## src/common/axi_led_pkg.sv

```systemverilog
package axi_led_pkg;

    // bus widths
    localparam int ADDR_W = 32;
    localparam int DATA_W = 32;
    localparam int STRB_W = DATA_W / 8;

    // region is the top address nibble
    localparam int REGION_W = 4;
    localparam logic [REGION_W-1:0] REGION_LED = 4'd2;

    // led register bank, word index in addr[3:2]
    localparam int LED_REGS = 4;
    localparam int LED_IDX_W = $clog2(LED_REGS);
    localparam int LED_IDX_LSB = 2;
    localparam int LED_W = 4;

    typedef enum logic {
        OP_READ  = 1'b0,
        OP_WRITE = 1'b1
    } bus_op_e;

    typedef enum logic [1:0] {
        RESP_OKAY   = 2'b00,
        RESP_DECERR = 2'b11   // AXI encoding
    } bus_resp_e;

    typedef enum logic [2:0] {
        MS_IDLE  = 3'd0,
        MS_WRITE = 3'd1,
        MS_WRESP = 3'd2,
        MS_READ  = 3'd3,
        MS_RDATA = 3'd4
    } master_state_e;

endpackage

```

## src/bus/axi_slave_router.sv

```systemverilog
module axi_slave_router (
    input  logic                                 bus_clk,
    input  logic                                 rst,
    input  logic                                 aw_valid,
    input  logic [axi_led_pkg::ADDR_W-1:0]       aw_addr,
    input  logic                                 w_valid,
    input  logic [axi_led_pkg::DATA_W-1:0]       w_data,
    input  logic [axi_led_pkg::STRB_W-1:0]       w_strb,
    input  logic                                 b_ready,
    input  logic                                 ar_valid,
    input  logic [axi_led_pkg::ADDR_W-1:0]       ar_addr,
    input  logic                                 r_ready,
    input  logic [axi_led_pkg::DATA_W-1:0]       reg_rdata,
    output logic                                 aw_ready,
    output logic                                 w_ready,
    output logic                                 b_valid,
    output axi_led_pkg::bus_resp_e               b_resp,
    output logic                                 ar_ready,
    output logic                                 r_valid,
    output logic [axi_led_pkg::DATA_W-1:0]       r_data,
    output axi_led_pkg::bus_resp_e               r_resp,
    output logic                                 reg_wr,
    output logic                                 reg_rd,
    output logic [axi_led_pkg::LED_IDX_W-1:0]    reg_idx,
    output logic [axi_led_pkg::DATA_W-1:0]       reg_wdata,
    output logic [axi_led_pkg::STRB_W-1:0]       reg_strb
);
    import axi_led_pkg::*;

    logic aw_hit;
    logic ar_hit;
    logic wr_fire;
    logic rd_fire;
    logic busy;

    assign aw_hit = (aw_addr[ADDR_W-1 -: REGION_W] == REGION_LED);
    assign ar_hit = (ar_addr[ADDR_W-1 -: REGION_W] == REGION_LED);

    assign wr_fire = aw_valid && aw_ready && w_valid && w_ready;
    assign rd_fire = ar_valid && ar_ready;
    assign busy    = aw_ready || ar_ready || b_valid || r_valid;   // one transfer at a time

    always_ff @(posedge bus_clk) begin
        if (rst) begin
            aw_ready <= 1'b0;
            w_ready  <= 1'b0;
            ar_ready <= 1'b0;
            b_valid  <= 1'b0;
            r_valid  <= 1'b0;
        end else begin
            aw_ready <= aw_valid && w_valid && !busy;
            w_ready  <= aw_valid && w_valid && !busy;
            ar_ready <= ar_valid && !(aw_valid && w_valid) && !busy;   // writes first
            if (wr_fire)
                b_valid <= 1'b1;
            else if (b_ready)
                b_valid <= 1'b0;
            if (rd_fire)
                r_valid <= 1'b1;
            else if (r_ready)
                r_valid <= 1'b0;
        end
    end

    // unmapped regions fall through to the decode error responder
    always_ff @(posedge bus_clk) begin
        if (wr_fire)
            b_resp <= aw_hit ? RESP_OKAY : RESP_DECERR;
        if (rd_fire) begin
            r_resp <= ar_hit ? RESP_OKAY : RESP_DECERR;
            r_data <= ar_hit ? reg_rdata : '0;
        end
    end

    assign reg_wr    = wr_fire && aw_hit;
    assign reg_rd    = rd_fire && ar_hit;
    assign reg_idx   = wr_fire ? aw_addr[LED_IDX_LSB +: LED_IDX_W]
                               : ar_addr[LED_IDX_LSB +: LED_IDX_W];
    assign reg_wdata = w_data;
    assign reg_strb  = w_strb;

    a_one_resp: assert property (@(posedge bus_clk) disable iff (rst) !(b_valid && r_valid));

endmodule

```

## src/bus/bus_master.sv

```systemverilog
module bus_master (
    input  logic                              bus_clk,
    input  logic                              rst,
    input  logic                              empty,
    input  axi_led_pkg::bus_op_e              head_op,
    input  logic [axi_led_pkg::ADDR_W-1:0]    head_addr,
    input  logic [axi_led_pkg::DATA_W-1:0]    head_wdata,
    input  logic [axi_led_pkg::STRB_W-1:0]    head_strb,
    input  logic                              aw_ready,
    input  logic                              w_ready,
    input  logic                              b_valid,
    input  axi_led_pkg::bus_resp_e            b_resp,
    input  logic                              ar_ready,
    input  logic                              r_valid,
    input  logic [axi_led_pkg::DATA_W-1:0]    r_data,
    input  axi_led_pkg::bus_resp_e            r_resp,
    output logic                              pop,
    output logic                              aw_valid,
    output logic [axi_led_pkg::ADDR_W-1:0]    aw_addr,
    output logic                              w_valid,
    output logic [axi_led_pkg::DATA_W-1:0]    w_data,
    output logic [axi_led_pkg::STRB_W-1:0]    w_strb,
    output logic                              b_ready,
    output logic                              ar_valid,
    output logic [axi_led_pkg::ADDR_W-1:0]    ar_addr,
    output logic                              r_ready,
    output logic                              rsp_valid,
    output axi_led_pkg::bus_op_e              rsp_op,
    output logic [axi_led_pkg::DATA_W-1:0]    rsp_rdata,
    output axi_led_pkg::bus_resp_e            rsp_resp
);
    import axi_led_pkg::*;

    master_state_e state;
    logic          aw_done;
    logic          w_done;
    logic          b_fire;
    logic          r_fire;

    assign pop     = (state == MS_IDLE) && !empty;
    assign b_ready = (state == MS_WRESP);
    assign r_ready = (state == MS_RDATA);

    // channel finished when its valid is already gone or it transfers now
    assign aw_done = !aw_valid || aw_ready;
    assign w_done  = !w_valid || w_ready;
    assign b_fire  = b_valid && b_ready;
    assign r_fire  = r_valid && r_ready;

    always_ff @(posedge bus_clk) begin
        if (rst) begin
            state     <= MS_IDLE;
            aw_valid  <= 1'b0;
            w_valid   <= 1'b0;
            ar_valid  <= 1'b0;
            rsp_valid <= 1'b0;
        end else begin
            rsp_valid <= 1'b0;
            case (state)
                MS_IDLE: begin
                    if (pop) begin
                        if (head_op == OP_WRITE) begin
                            aw_valid <= 1'b1;
                            w_valid  <= 1'b1;
                            state    <= MS_WRITE;
                        end else begin
                            ar_valid <= 1'b1;
                            state    <= MS_READ;
                        end
                    end
                end
                MS_WRITE: begin
                    if (aw_ready)
                        aw_valid <= 1'b0;
                    if (w_ready)
                        w_valid <= 1'b0;
                    if (aw_done && w_done)
                        state <= MS_WRESP;
                end
                MS_WRESP: begin
                    if (b_fire) begin
                        rsp_valid <= 1'b1;
                        state     <= MS_IDLE;
                    end
                end
                MS_READ: begin
                    if (ar_ready) begin
                        ar_valid <= 1'b0;
                        state    <= MS_RDATA;
                    end
                end
                MS_RDATA: begin
                    if (r_fire) begin
                        rsp_valid <= 1'b1;
                        state     <= MS_IDLE;
                    end
                end
                default: state <= MS_IDLE;
            endcase
        end
    end

    // command payload latched at pop, response at completion
    always_ff @(posedge bus_clk) begin
        if (pop) begin
            aw_addr <= head_addr;
            ar_addr <= head_addr;
            w_data  <= head_wdata;
            w_strb  <= head_strb;
            rsp_op  <= head_op;
        end
        if (b_fire) begin
            rsp_resp  <= b_resp;
            rsp_rdata <= '0;   // writes carry no data
        end
        if (r_fire) begin
            rsp_resp  <= r_resp;
            rsp_rdata <= (r_resp == RESP_OKAY) ? r_data : '0;
        end
    end

    a_aw_hold: assert property (@(posedge bus_clk) disable iff (rst)
        aw_valid && !aw_ready |=> aw_valid && $stable(aw_addr));

    a_ar_hold: assert property (@(posedge bus_clk) disable iff (rst)
        ar_valid && !ar_ready |=> ar_valid);

endmodule

```

## src/design/axi_led_top.sv

```systemverilog
module axi_led_top #(
    parameter int CMD_FIFO_DEPTH = 4
) (
    input  logic                              bus_clk,
    input  logic                              rst,
    input  logic                              cmd_valid,
    input  axi_led_pkg::bus_op_e              cmd_op,
    input  logic [axi_led_pkg::ADDR_W-1:0]    cmd_addr,
    input  logic [axi_led_pkg::DATA_W-1:0]    cmd_wdata,
    input  logic [axi_led_pkg::STRB_W-1:0]    cmd_strb,
    output logic                              cmd_overflow,
    output logic                              rsp_valid,
    output axi_led_pkg::bus_op_e              rsp_op,
    output logic [axi_led_pkg::DATA_W-1:0]    rsp_rdata,
    output axi_led_pkg::bus_resp_e            rsp_resp,
    output logic [axi_led_pkg::LED_W-1:0]     led
);
    import axi_led_pkg::*;

    // queue to master
    logic              pop;
    logic              empty;
    bus_op_e           head_op;
    logic [ADDR_W-1:0] head_addr;
    logic [DATA_W-1:0] head_wdata;
    logic [STRB_W-1:0] head_strb;

    // master to router
    logic              aw_valid, aw_ready;
    logic [ADDR_W-1:0] aw_addr;
    logic              w_valid, w_ready;
    logic [DATA_W-1:0] w_data;
    logic [STRB_W-1:0] w_strb;
    logic              b_valid, b_ready;
    bus_resp_e         b_resp;
    logic              ar_valid, ar_ready;
    logic [ADDR_W-1:0] ar_addr;
    logic              r_valid, r_ready;
    logic [DATA_W-1:0] r_data;
    bus_resp_e         r_resp;

    // router to register bank
    logic                 reg_wr;
    logic                 reg_rd;
    logic [LED_IDX_W-1:0] reg_idx;
    logic [DATA_W-1:0]    reg_wdata;
    logic [STRB_W-1:0]    reg_strb;
    logic [DATA_W-1:0]    reg_rdata;

    cmd_fifo #(
        .DEPTH (CMD_FIFO_DEPTH)
    ) cmd_fifo_inst (
        .push       (cmd_valid),
        .push_op    (cmd_op),
        .push_addr  (cmd_addr),
        .push_wdata (cmd_wdata),
        .push_strb  (cmd_strb),
        .overflow   (cmd_overflow),
        .*
    );

    bus_master bus_master_inst (.*);

    axi_slave_router axi_slave_router_inst (.*);

    led_reg_bank led_reg_bank_inst (.*);

endmodule

```

## src/design/cmd_fifo.sv

```systemverilog
module cmd_fifo #(
    parameter int DEPTH = 4
) (
    input  logic                              bus_clk,
    input  logic                              rst,
    input  logic                              push,
    input  axi_led_pkg::bus_op_e              push_op,
    input  logic [axi_led_pkg::ADDR_W-1:0]    push_addr,
    input  logic [axi_led_pkg::DATA_W-1:0]    push_wdata,
    input  logic [axi_led_pkg::STRB_W-1:0]    push_strb,
    input  logic                              pop,
    output logic                              empty,
    output logic                              overflow,
    output axi_led_pkg::bus_op_e              head_op,
    output logic [axi_led_pkg::ADDR_W-1:0]    head_addr,
    output logic [axi_led_pkg::DATA_W-1:0]    head_wdata,
    output logic [axi_led_pkg::STRB_W-1:0]    head_strb
);
    import axi_led_pkg::*;

    localparam int PTR_W = (DEPTH > 1) ? $clog2(DEPTH) : 1;
    localparam int CNT_W = $clog2(DEPTH + 1);

    bus_op_e           mem_op    [DEPTH];
    logic [ADDR_W-1:0] mem_addr  [DEPTH];
    logic [DATA_W-1:0] mem_wdata [DEPTH];
    logic [STRB_W-1:0] mem_strb  [DEPTH];

    logic [PTR_W-1:0] wr_ptr;
    logic [PTR_W-1:0] rd_ptr;
    logic [CNT_W-1:0] count;
    logic             full;
    logic             do_push;

    function automatic logic [PTR_W-1:0] ptr_inc(input logic [PTR_W-1:0] p);
        return (p == PTR_W'(DEPTH - 1)) ? '0 : p + 1'b1;
    endfunction

    assign full    = (count == CNT_W'(DEPTH));
    assign empty   = (count == '0);
    assign do_push = push && (!full || pop);   // a pop frees the slot this cycle

    always_ff @(posedge bus_clk) begin
        if (rst) begin
            wr_ptr   <= '0;
            rd_ptr   <= '0;
            count    <= '0;
            overflow <= 1'b0;
        end else begin
            if (do_push)
                wr_ptr <= ptr_inc(wr_ptr);
            if (pop)
                rd_ptr <= ptr_inc(rd_ptr);
            case ({do_push, pop})
                2'b10:   count <= count + 1'b1;
                2'b01:   count <= count - 1'b1;
                default: count <= count;
            endcase
            if (push && !do_push)
                overflow <= 1'b1;   // sticky until reset
        end
    end

    always_ff @(posedge bus_clk) begin
        if (do_push) begin
            mem_op[wr_ptr]    <= push_op;
            mem_addr[wr_ptr]  <= push_addr;
            mem_wdata[wr_ptr] <= push_wdata;
            mem_strb[wr_ptr]  <= push_strb;
        end
    end

    assign head_op    = mem_op[rd_ptr];
    assign head_addr  = mem_addr[rd_ptr];
    assign head_wdata = mem_wdata[rd_ptr];
    assign head_strb  = mem_strb[rd_ptr];

    // master must look at empty before popping
    a_no_pop_empty: assert property (@(posedge bus_clk) disable iff (rst) pop |-> !empty);

endmodule

```

## src/design/led_reg_bank.sv

```systemverilog
module led_reg_bank (
    input  logic                                 bus_clk,
    input  logic                                 rst,
    input  logic                                 reg_wr,
    input  logic                                 reg_rd,
    input  logic [axi_led_pkg::LED_IDX_W-1:0]    reg_idx,
    input  logic [axi_led_pkg::DATA_W-1:0]       reg_wdata,
    input  logic [axi_led_pkg::STRB_W-1:0]       reg_strb,
    output logic [axi_led_pkg::DATA_W-1:0]       reg_rdata,
    output logic [axi_led_pkg::LED_W-1:0]        led
);
    import axi_led_pkg::*;

    logic [DATA_W-1:0] regs [LED_REGS];

    always_ff @(posedge bus_clk) begin
        if (rst) begin
            regs <= '{default: '0};
        end else if (reg_wr) begin
            for (int b = 0; b < STRB_W; b++) begin
                if (reg_strb[b])
                    regs[reg_idx][8*b +: 8] <= reg_wdata[8*b +: 8];   // byte lane
            end
        end
    end

    assign reg_rdata = regs[reg_idx];
    assign led       = regs[0][LED_W-1:0];   // pins follow reg 0

    // reg_idx is shared, so a read and a write in one cycle would collide
    a_no_rd_wr: assert property (@(posedge bus_clk) disable iff (rst) !(reg_wr && reg_rd));

endmodule

```

## config.mk

```make
export PLATFORM = sky130hd
export DESIGN_NAME = axi_led_top
export DESIGN_NICKNAME = d
export VERILOG_FILES = /design/src/common/axi_led_pkg.sv /design/src/bus/axi_slave_router.sv /design/src/bus/bus_master.sv /design/src/design/axi_led_top.sv /design/src/design/cmd_fifo.sv /design/src/design/led_reg_bank.sv
export SDC_FILE = /design/constraint.sdc
export NUM_CORES = 1
export LEC_CHECK = 0
export ABC_AREA = 1
export BUFFER_PORTS_ARGS = -buffer_cell sky130_fd_sc_hd__buf_2
export CAP_MARGIN = 5
export CORE_AREA = 2 2 220 222
export CTS_CLUSTER_SIZE = 10
export DETAILED_ROUTE_END_ITERATION = 16
export DIE_AREA = 0 0 222 224
export GPL_TIMING_DRIVEN = 0
export HOLD_SLACK_MARGIN = 0.02
export PLACE_DENSITY = 0.48
export SKIP_CTS_REPAIR_TIMING = 1
export SLEW_MARGIN = 0
export SYNTH_ARGS = -nofsm -noshare
export SYNTH_HDL_FRONTEND = slang
export SYNTH_SLANG_ARGS = --single-unit
```

## constraint.sdc

```tcl
create_clock -name bus_clk -period 6.4 [get_ports bus_clk]
set_input_delay 0 -clock bus_clk [delete_from_list [all_inputs] [get_ports bus_clk]]
set_output_delay 0 -clock bus_clk [all_outputs]
set_load 0.01 [all_outputs]
```

==> metrics.md <==
| Metric | Value |
|---|---|
| Routed Wire Length | `about 42 mm` |
| Setup_tns | `0 ns` |
| Worst R2R End | `cmd_fifo_inst.mem_wdata[2][10]` |
| Die Area | `about 50,000 µm²` |
| Register area share after synthesis | `a little over two thirds` |
| Hold Startpoint | `cmd_wdata[4]` |
| Area share of the largest cell type after synthesis | `51.7%` |
| Setup violations, final | `0` |
| Syn Area/Cell | `approximately 11 µm²` |
| Die height | `224 µm` |
| Share of cells above drive strength 1 | `12.3%` |
| Int Power | `between 5000 and 6000 µW` |
| RR Startpoint | `bus_master_inst.state[0]` |
| CTS tree | `yes` |
| Tot GR Track Use | `16.7%` |
| Synth warn | `0` |
| Worst Skew | `0.0195 ns` |
| Die width | `222 µm` |
| Layout area overhead | `20.2%` |
| Vias | `between 10,000 and 15,000` |
| Post-synth EDFFs | `between 200 and 300` |
| Critical path class | `reg2reg` |
| Min-Delay Path Class | `in2reg` |
| Register area | `about 11,000 µm²` |
| Footprint of the multi-input gates | `roughly 4300 µm²` |
| Synthesized netlist cell count | `approximately 1,400` |
| First-pass GRT wire length | `about 64 mm` |
| DRT iter0 DRCs | `1,062` |
| Mapped cell area | `16,400 µm²` |
| Inserted Clock Buffers | `50` |
| Hold Path Sink | `cmd_fifo_inst.mem_wdata[0][4]` |
| Hold path cells | `2` |
| Nets | `roughly 1,700` |
| P_sw | `about 2500 µW` |
| Antenna Nets Post-Route | `0` |
| Initial Util | `34.6%` |
| Reg power frac | `between 40% and 50%` |
| Count of state elements after synthesis | `430` |
| Core Area | `roughly 47,000 µm²` |
| Slew margin rel. | `about a third` |
| Distinct cells, synth | `29` |
| Final period util | `40.7%` |
| CP max FO | `23` |
| Root Driver | `clkbuf_16` |
| Via/cell ratio | `roughly 5.0` |
| Cell with the most instances after synthesis | `edfxtp_1` |
| Most common flop cell mapped by yosys | `edfxtp_1` |
| WP data required | `between 6 and 7 ns` |
| Vias in the first global route | `roughly 11,000` |
| Ant. Diodes | `0` |
| Outcome | `completed` |
| Routed WL per cell | `18.2 µm` |
| Max_cap viols | `0` |
| DP Cell Count | `approximately 2,200` |
| Clk buf depth | `3` |
| Comb pwr share | `19.4%` |
| Pin count of the biggest net entering global routing | `36` |
| Reg clk slew, reported paths | `roughly 0.060 ns` |
| Clock share of power | `33.7%` |
| Worst-margin pin slew | `between 0.9 and 1 ns` |
| Flop-to-flop setup slack | `3.79 ns` |
| H-Tree Depth | `2` |
| Layout fillers | `around 4,600` |
| Area leader, netlist | `edfxtp_1` |
| CP Capture Type | `flip-flop` |
| Global route overflow | `0` |
| Initial antenna violation count | `0` |
| Worst Path Arrival | `2.89 ns` |
| Placer Congestion | `between 0.8 and 0.9` |
| Row cnt | `80` |
| Sw Share | `32.4%` |
| Drt pass-1 iters | `7` |
| Synth Net Count | `around 1,500` |
| I/O pin total | `approximately 110` |
| Area contributors post-synth | `edfxtp_1 52%, dfxtp_1 18%, nor2_1 4.7%` |
| Final Non-Filler Cells | `roughly 2,300` |
| Max rail drop VDD | `around 0.00023 V` |
| Core Util, Final | `41.6%` |
| Top cells by count, synth | `282 x edfxtp_1, 205 x nor2_1, 150 x o21ai_0, 148 x dfxtp_1, 109 x a21oi_1` |
| PwrDens | `about 390 nW/µm²` |
| DP Wirelength | `roughly 28 mm` |
| # DRC | `0` |
| Final Hold Viols | `0` |
| Startpoint class of the critical path | `flip-flop` |
| Worst-Skew Late Latency | `about 0.59 ns` |
| Async SR Flop Fraction | `0%` |
| Final Critical Period | `about 2.6 ns` |
| Port Buffer Count | `85` |
| Lkg Pwr | `roughly 0.0066 µW` |
| Pins over their slew limit | `0` |
| RSZ-0062 raised after global routing | `no` |
| Sink Count | `430` |
| FF-to-FF path depth | `6` |
| Max frequency | `0.384 GHz` |
## area by class of cell
type                    instances  share of cell area [%]
flip-flops and latches        430                    58.0
well taps                     615                    3.91
inverters                      72                    1.37
clock buffers                  90                    7.27
clock inverters                 3                   0.203
plain buffers                  87                    2.01
repair buffers                136                    5.15
multi-input cells             855                    22.1
## worst max-delay path, stage by stage, from the launching register on
cell,delay [ns]
dfxtp_1,0.36
inv_1,0.11
nand2_1,0.08
nor2_1,0.31
o21ai_1,0.38
nor2_4,0.77
buf_12,0.27
## metrics by stage
step,hold slack [ns],area [µm²],setup slack (ns),power (µW)
4_1_cts,-0.414,19200,3.76,7760
5_1_grt,0.149,19700,3.55,8070
2_1_floorplan,0.0989,16400,2.67,4470
3_5_place_dp,0.219,17800,3.76,5140
3_3_place_gp,0.214,17600,1.26,5110
6_report,0.162,19700,3.79,7690
## state kept, by name (all words and copies together) (netlist names), 2 cells and up, named ones only
name / cells
cmd_fifo_inst.mem_wdata: 128
led_reg_bank_inst.regs: 124
axi_slave_router_inst.r_data: 32
bus_master_inst.rsp_rdata: 32
bus_master_inst.w_data: 32
cmd_fifo_inst.mem_addr: 24
cmd_fifo_inst.mem_strb: 16
bus_master_inst.aw_addr: 6
bus_master_inst.w_strb: 4
cmd_fifo_inst.mem_op: 4
led_reg_bank_inst.led: 4
bus_master_inst.state: 3
cmd_fifo_inst.count: 3
cmd_fifo_inst.rd_ptr: 2
cmd_fifo_inst.wr_ptr: 2
## cell families (layout without fill, tap and decap cells)
kind of cell / count (synthesis) / in the layout / synth area share (%)
adder cells (fa/ha/maj): 6 / 6 / 0.504
flip-flops: 430 / 430 / 69.7
AND/OR/NAND/NOR: 474 / 474 / 12.9
buffers and inverters: 159 / 388 / 4.06
multiplexers: 1 / 1 / 0.0611
AO/OA/AOI/OAI: 374 / 374 / 12.7
## cells in the final DEF (no fill, tap or decap), types with 62 or more instances in the layout
| cell | instances |
|---|---|
| clkbuf_1 | 103 |
| inv_1 | 67 |
| a22oi_1 | 64 |
| nor3_1 | 62 |
| edfxtp_1 | 282 |
| nor2_1 | 200 |
| buf_2 | 95 |
| nand2_1 | 100 |
| dfxtp_1 | 148 |
| a21oi_1 | 109 |
| o21ai_0 | 149 |
## how the worst max path moves through the flow
stage | cells after the start | slack, ns | startpoint | endpoint
4_1_cts | 6 | 3.76 | bus_master_inst.state[0] | cmd_fifo_inst.mem_wdata[2][27]
5_1_grt | 6 | 3.55 | bus_master_inst.state[0] | cmd_fifo_inst.mem_wdata[2][21]
3_3_place_gp | 5 | 1.26 | bus_master_inst.state[1] | cmd_fifo_inst.mem_wdata[3][4]
3_5_place_dp | 6 | 3.76 | bus_master_inst.state[0] | cmd_fifo_inst.mem_wdata[2][12]
2_1_floorplan | 9 | 2.67 | bus_master_inst.state[0] | cmd_fifo_inst.count[2]
6_report | 6 | 3.79 | bus_master_inst.state[0] | cmd_fifo_inst.mem_wdata[2][10]
## power by group through the flow
| stage | Combinational (µW) | Sequential, µW | Clock, µW |
|---|---|---|---|
| final | 1500 | 3600 | 2590 |
| after global routing | 1650 | 3640 | 2780 |
| after CTS | 1490 | 3600 | 2670 |
| after detailed placement | 1490 | 3660 | 0 |
| after global placement | 1430 | 3680 | 0 |
| after floorplan | 910 | 3560 | 0 |
## routing by layer
| layer | track usage (%) | vias to the layer above | part of all wire (%) |
|---|---|---|---|
| met5 | 0 | - | 0 |
| met3 | 2.56 | 73 | 5.0 |
| met1 | 23.4 | 5442 | 47 |
| met2 | 26.3 | 302 | 45 |
| met4 | 6.26 | 0 | 2.9 |
| li1 | - | 5568 | - |
No activity file was read; power rests on OpenSTA's default activity.
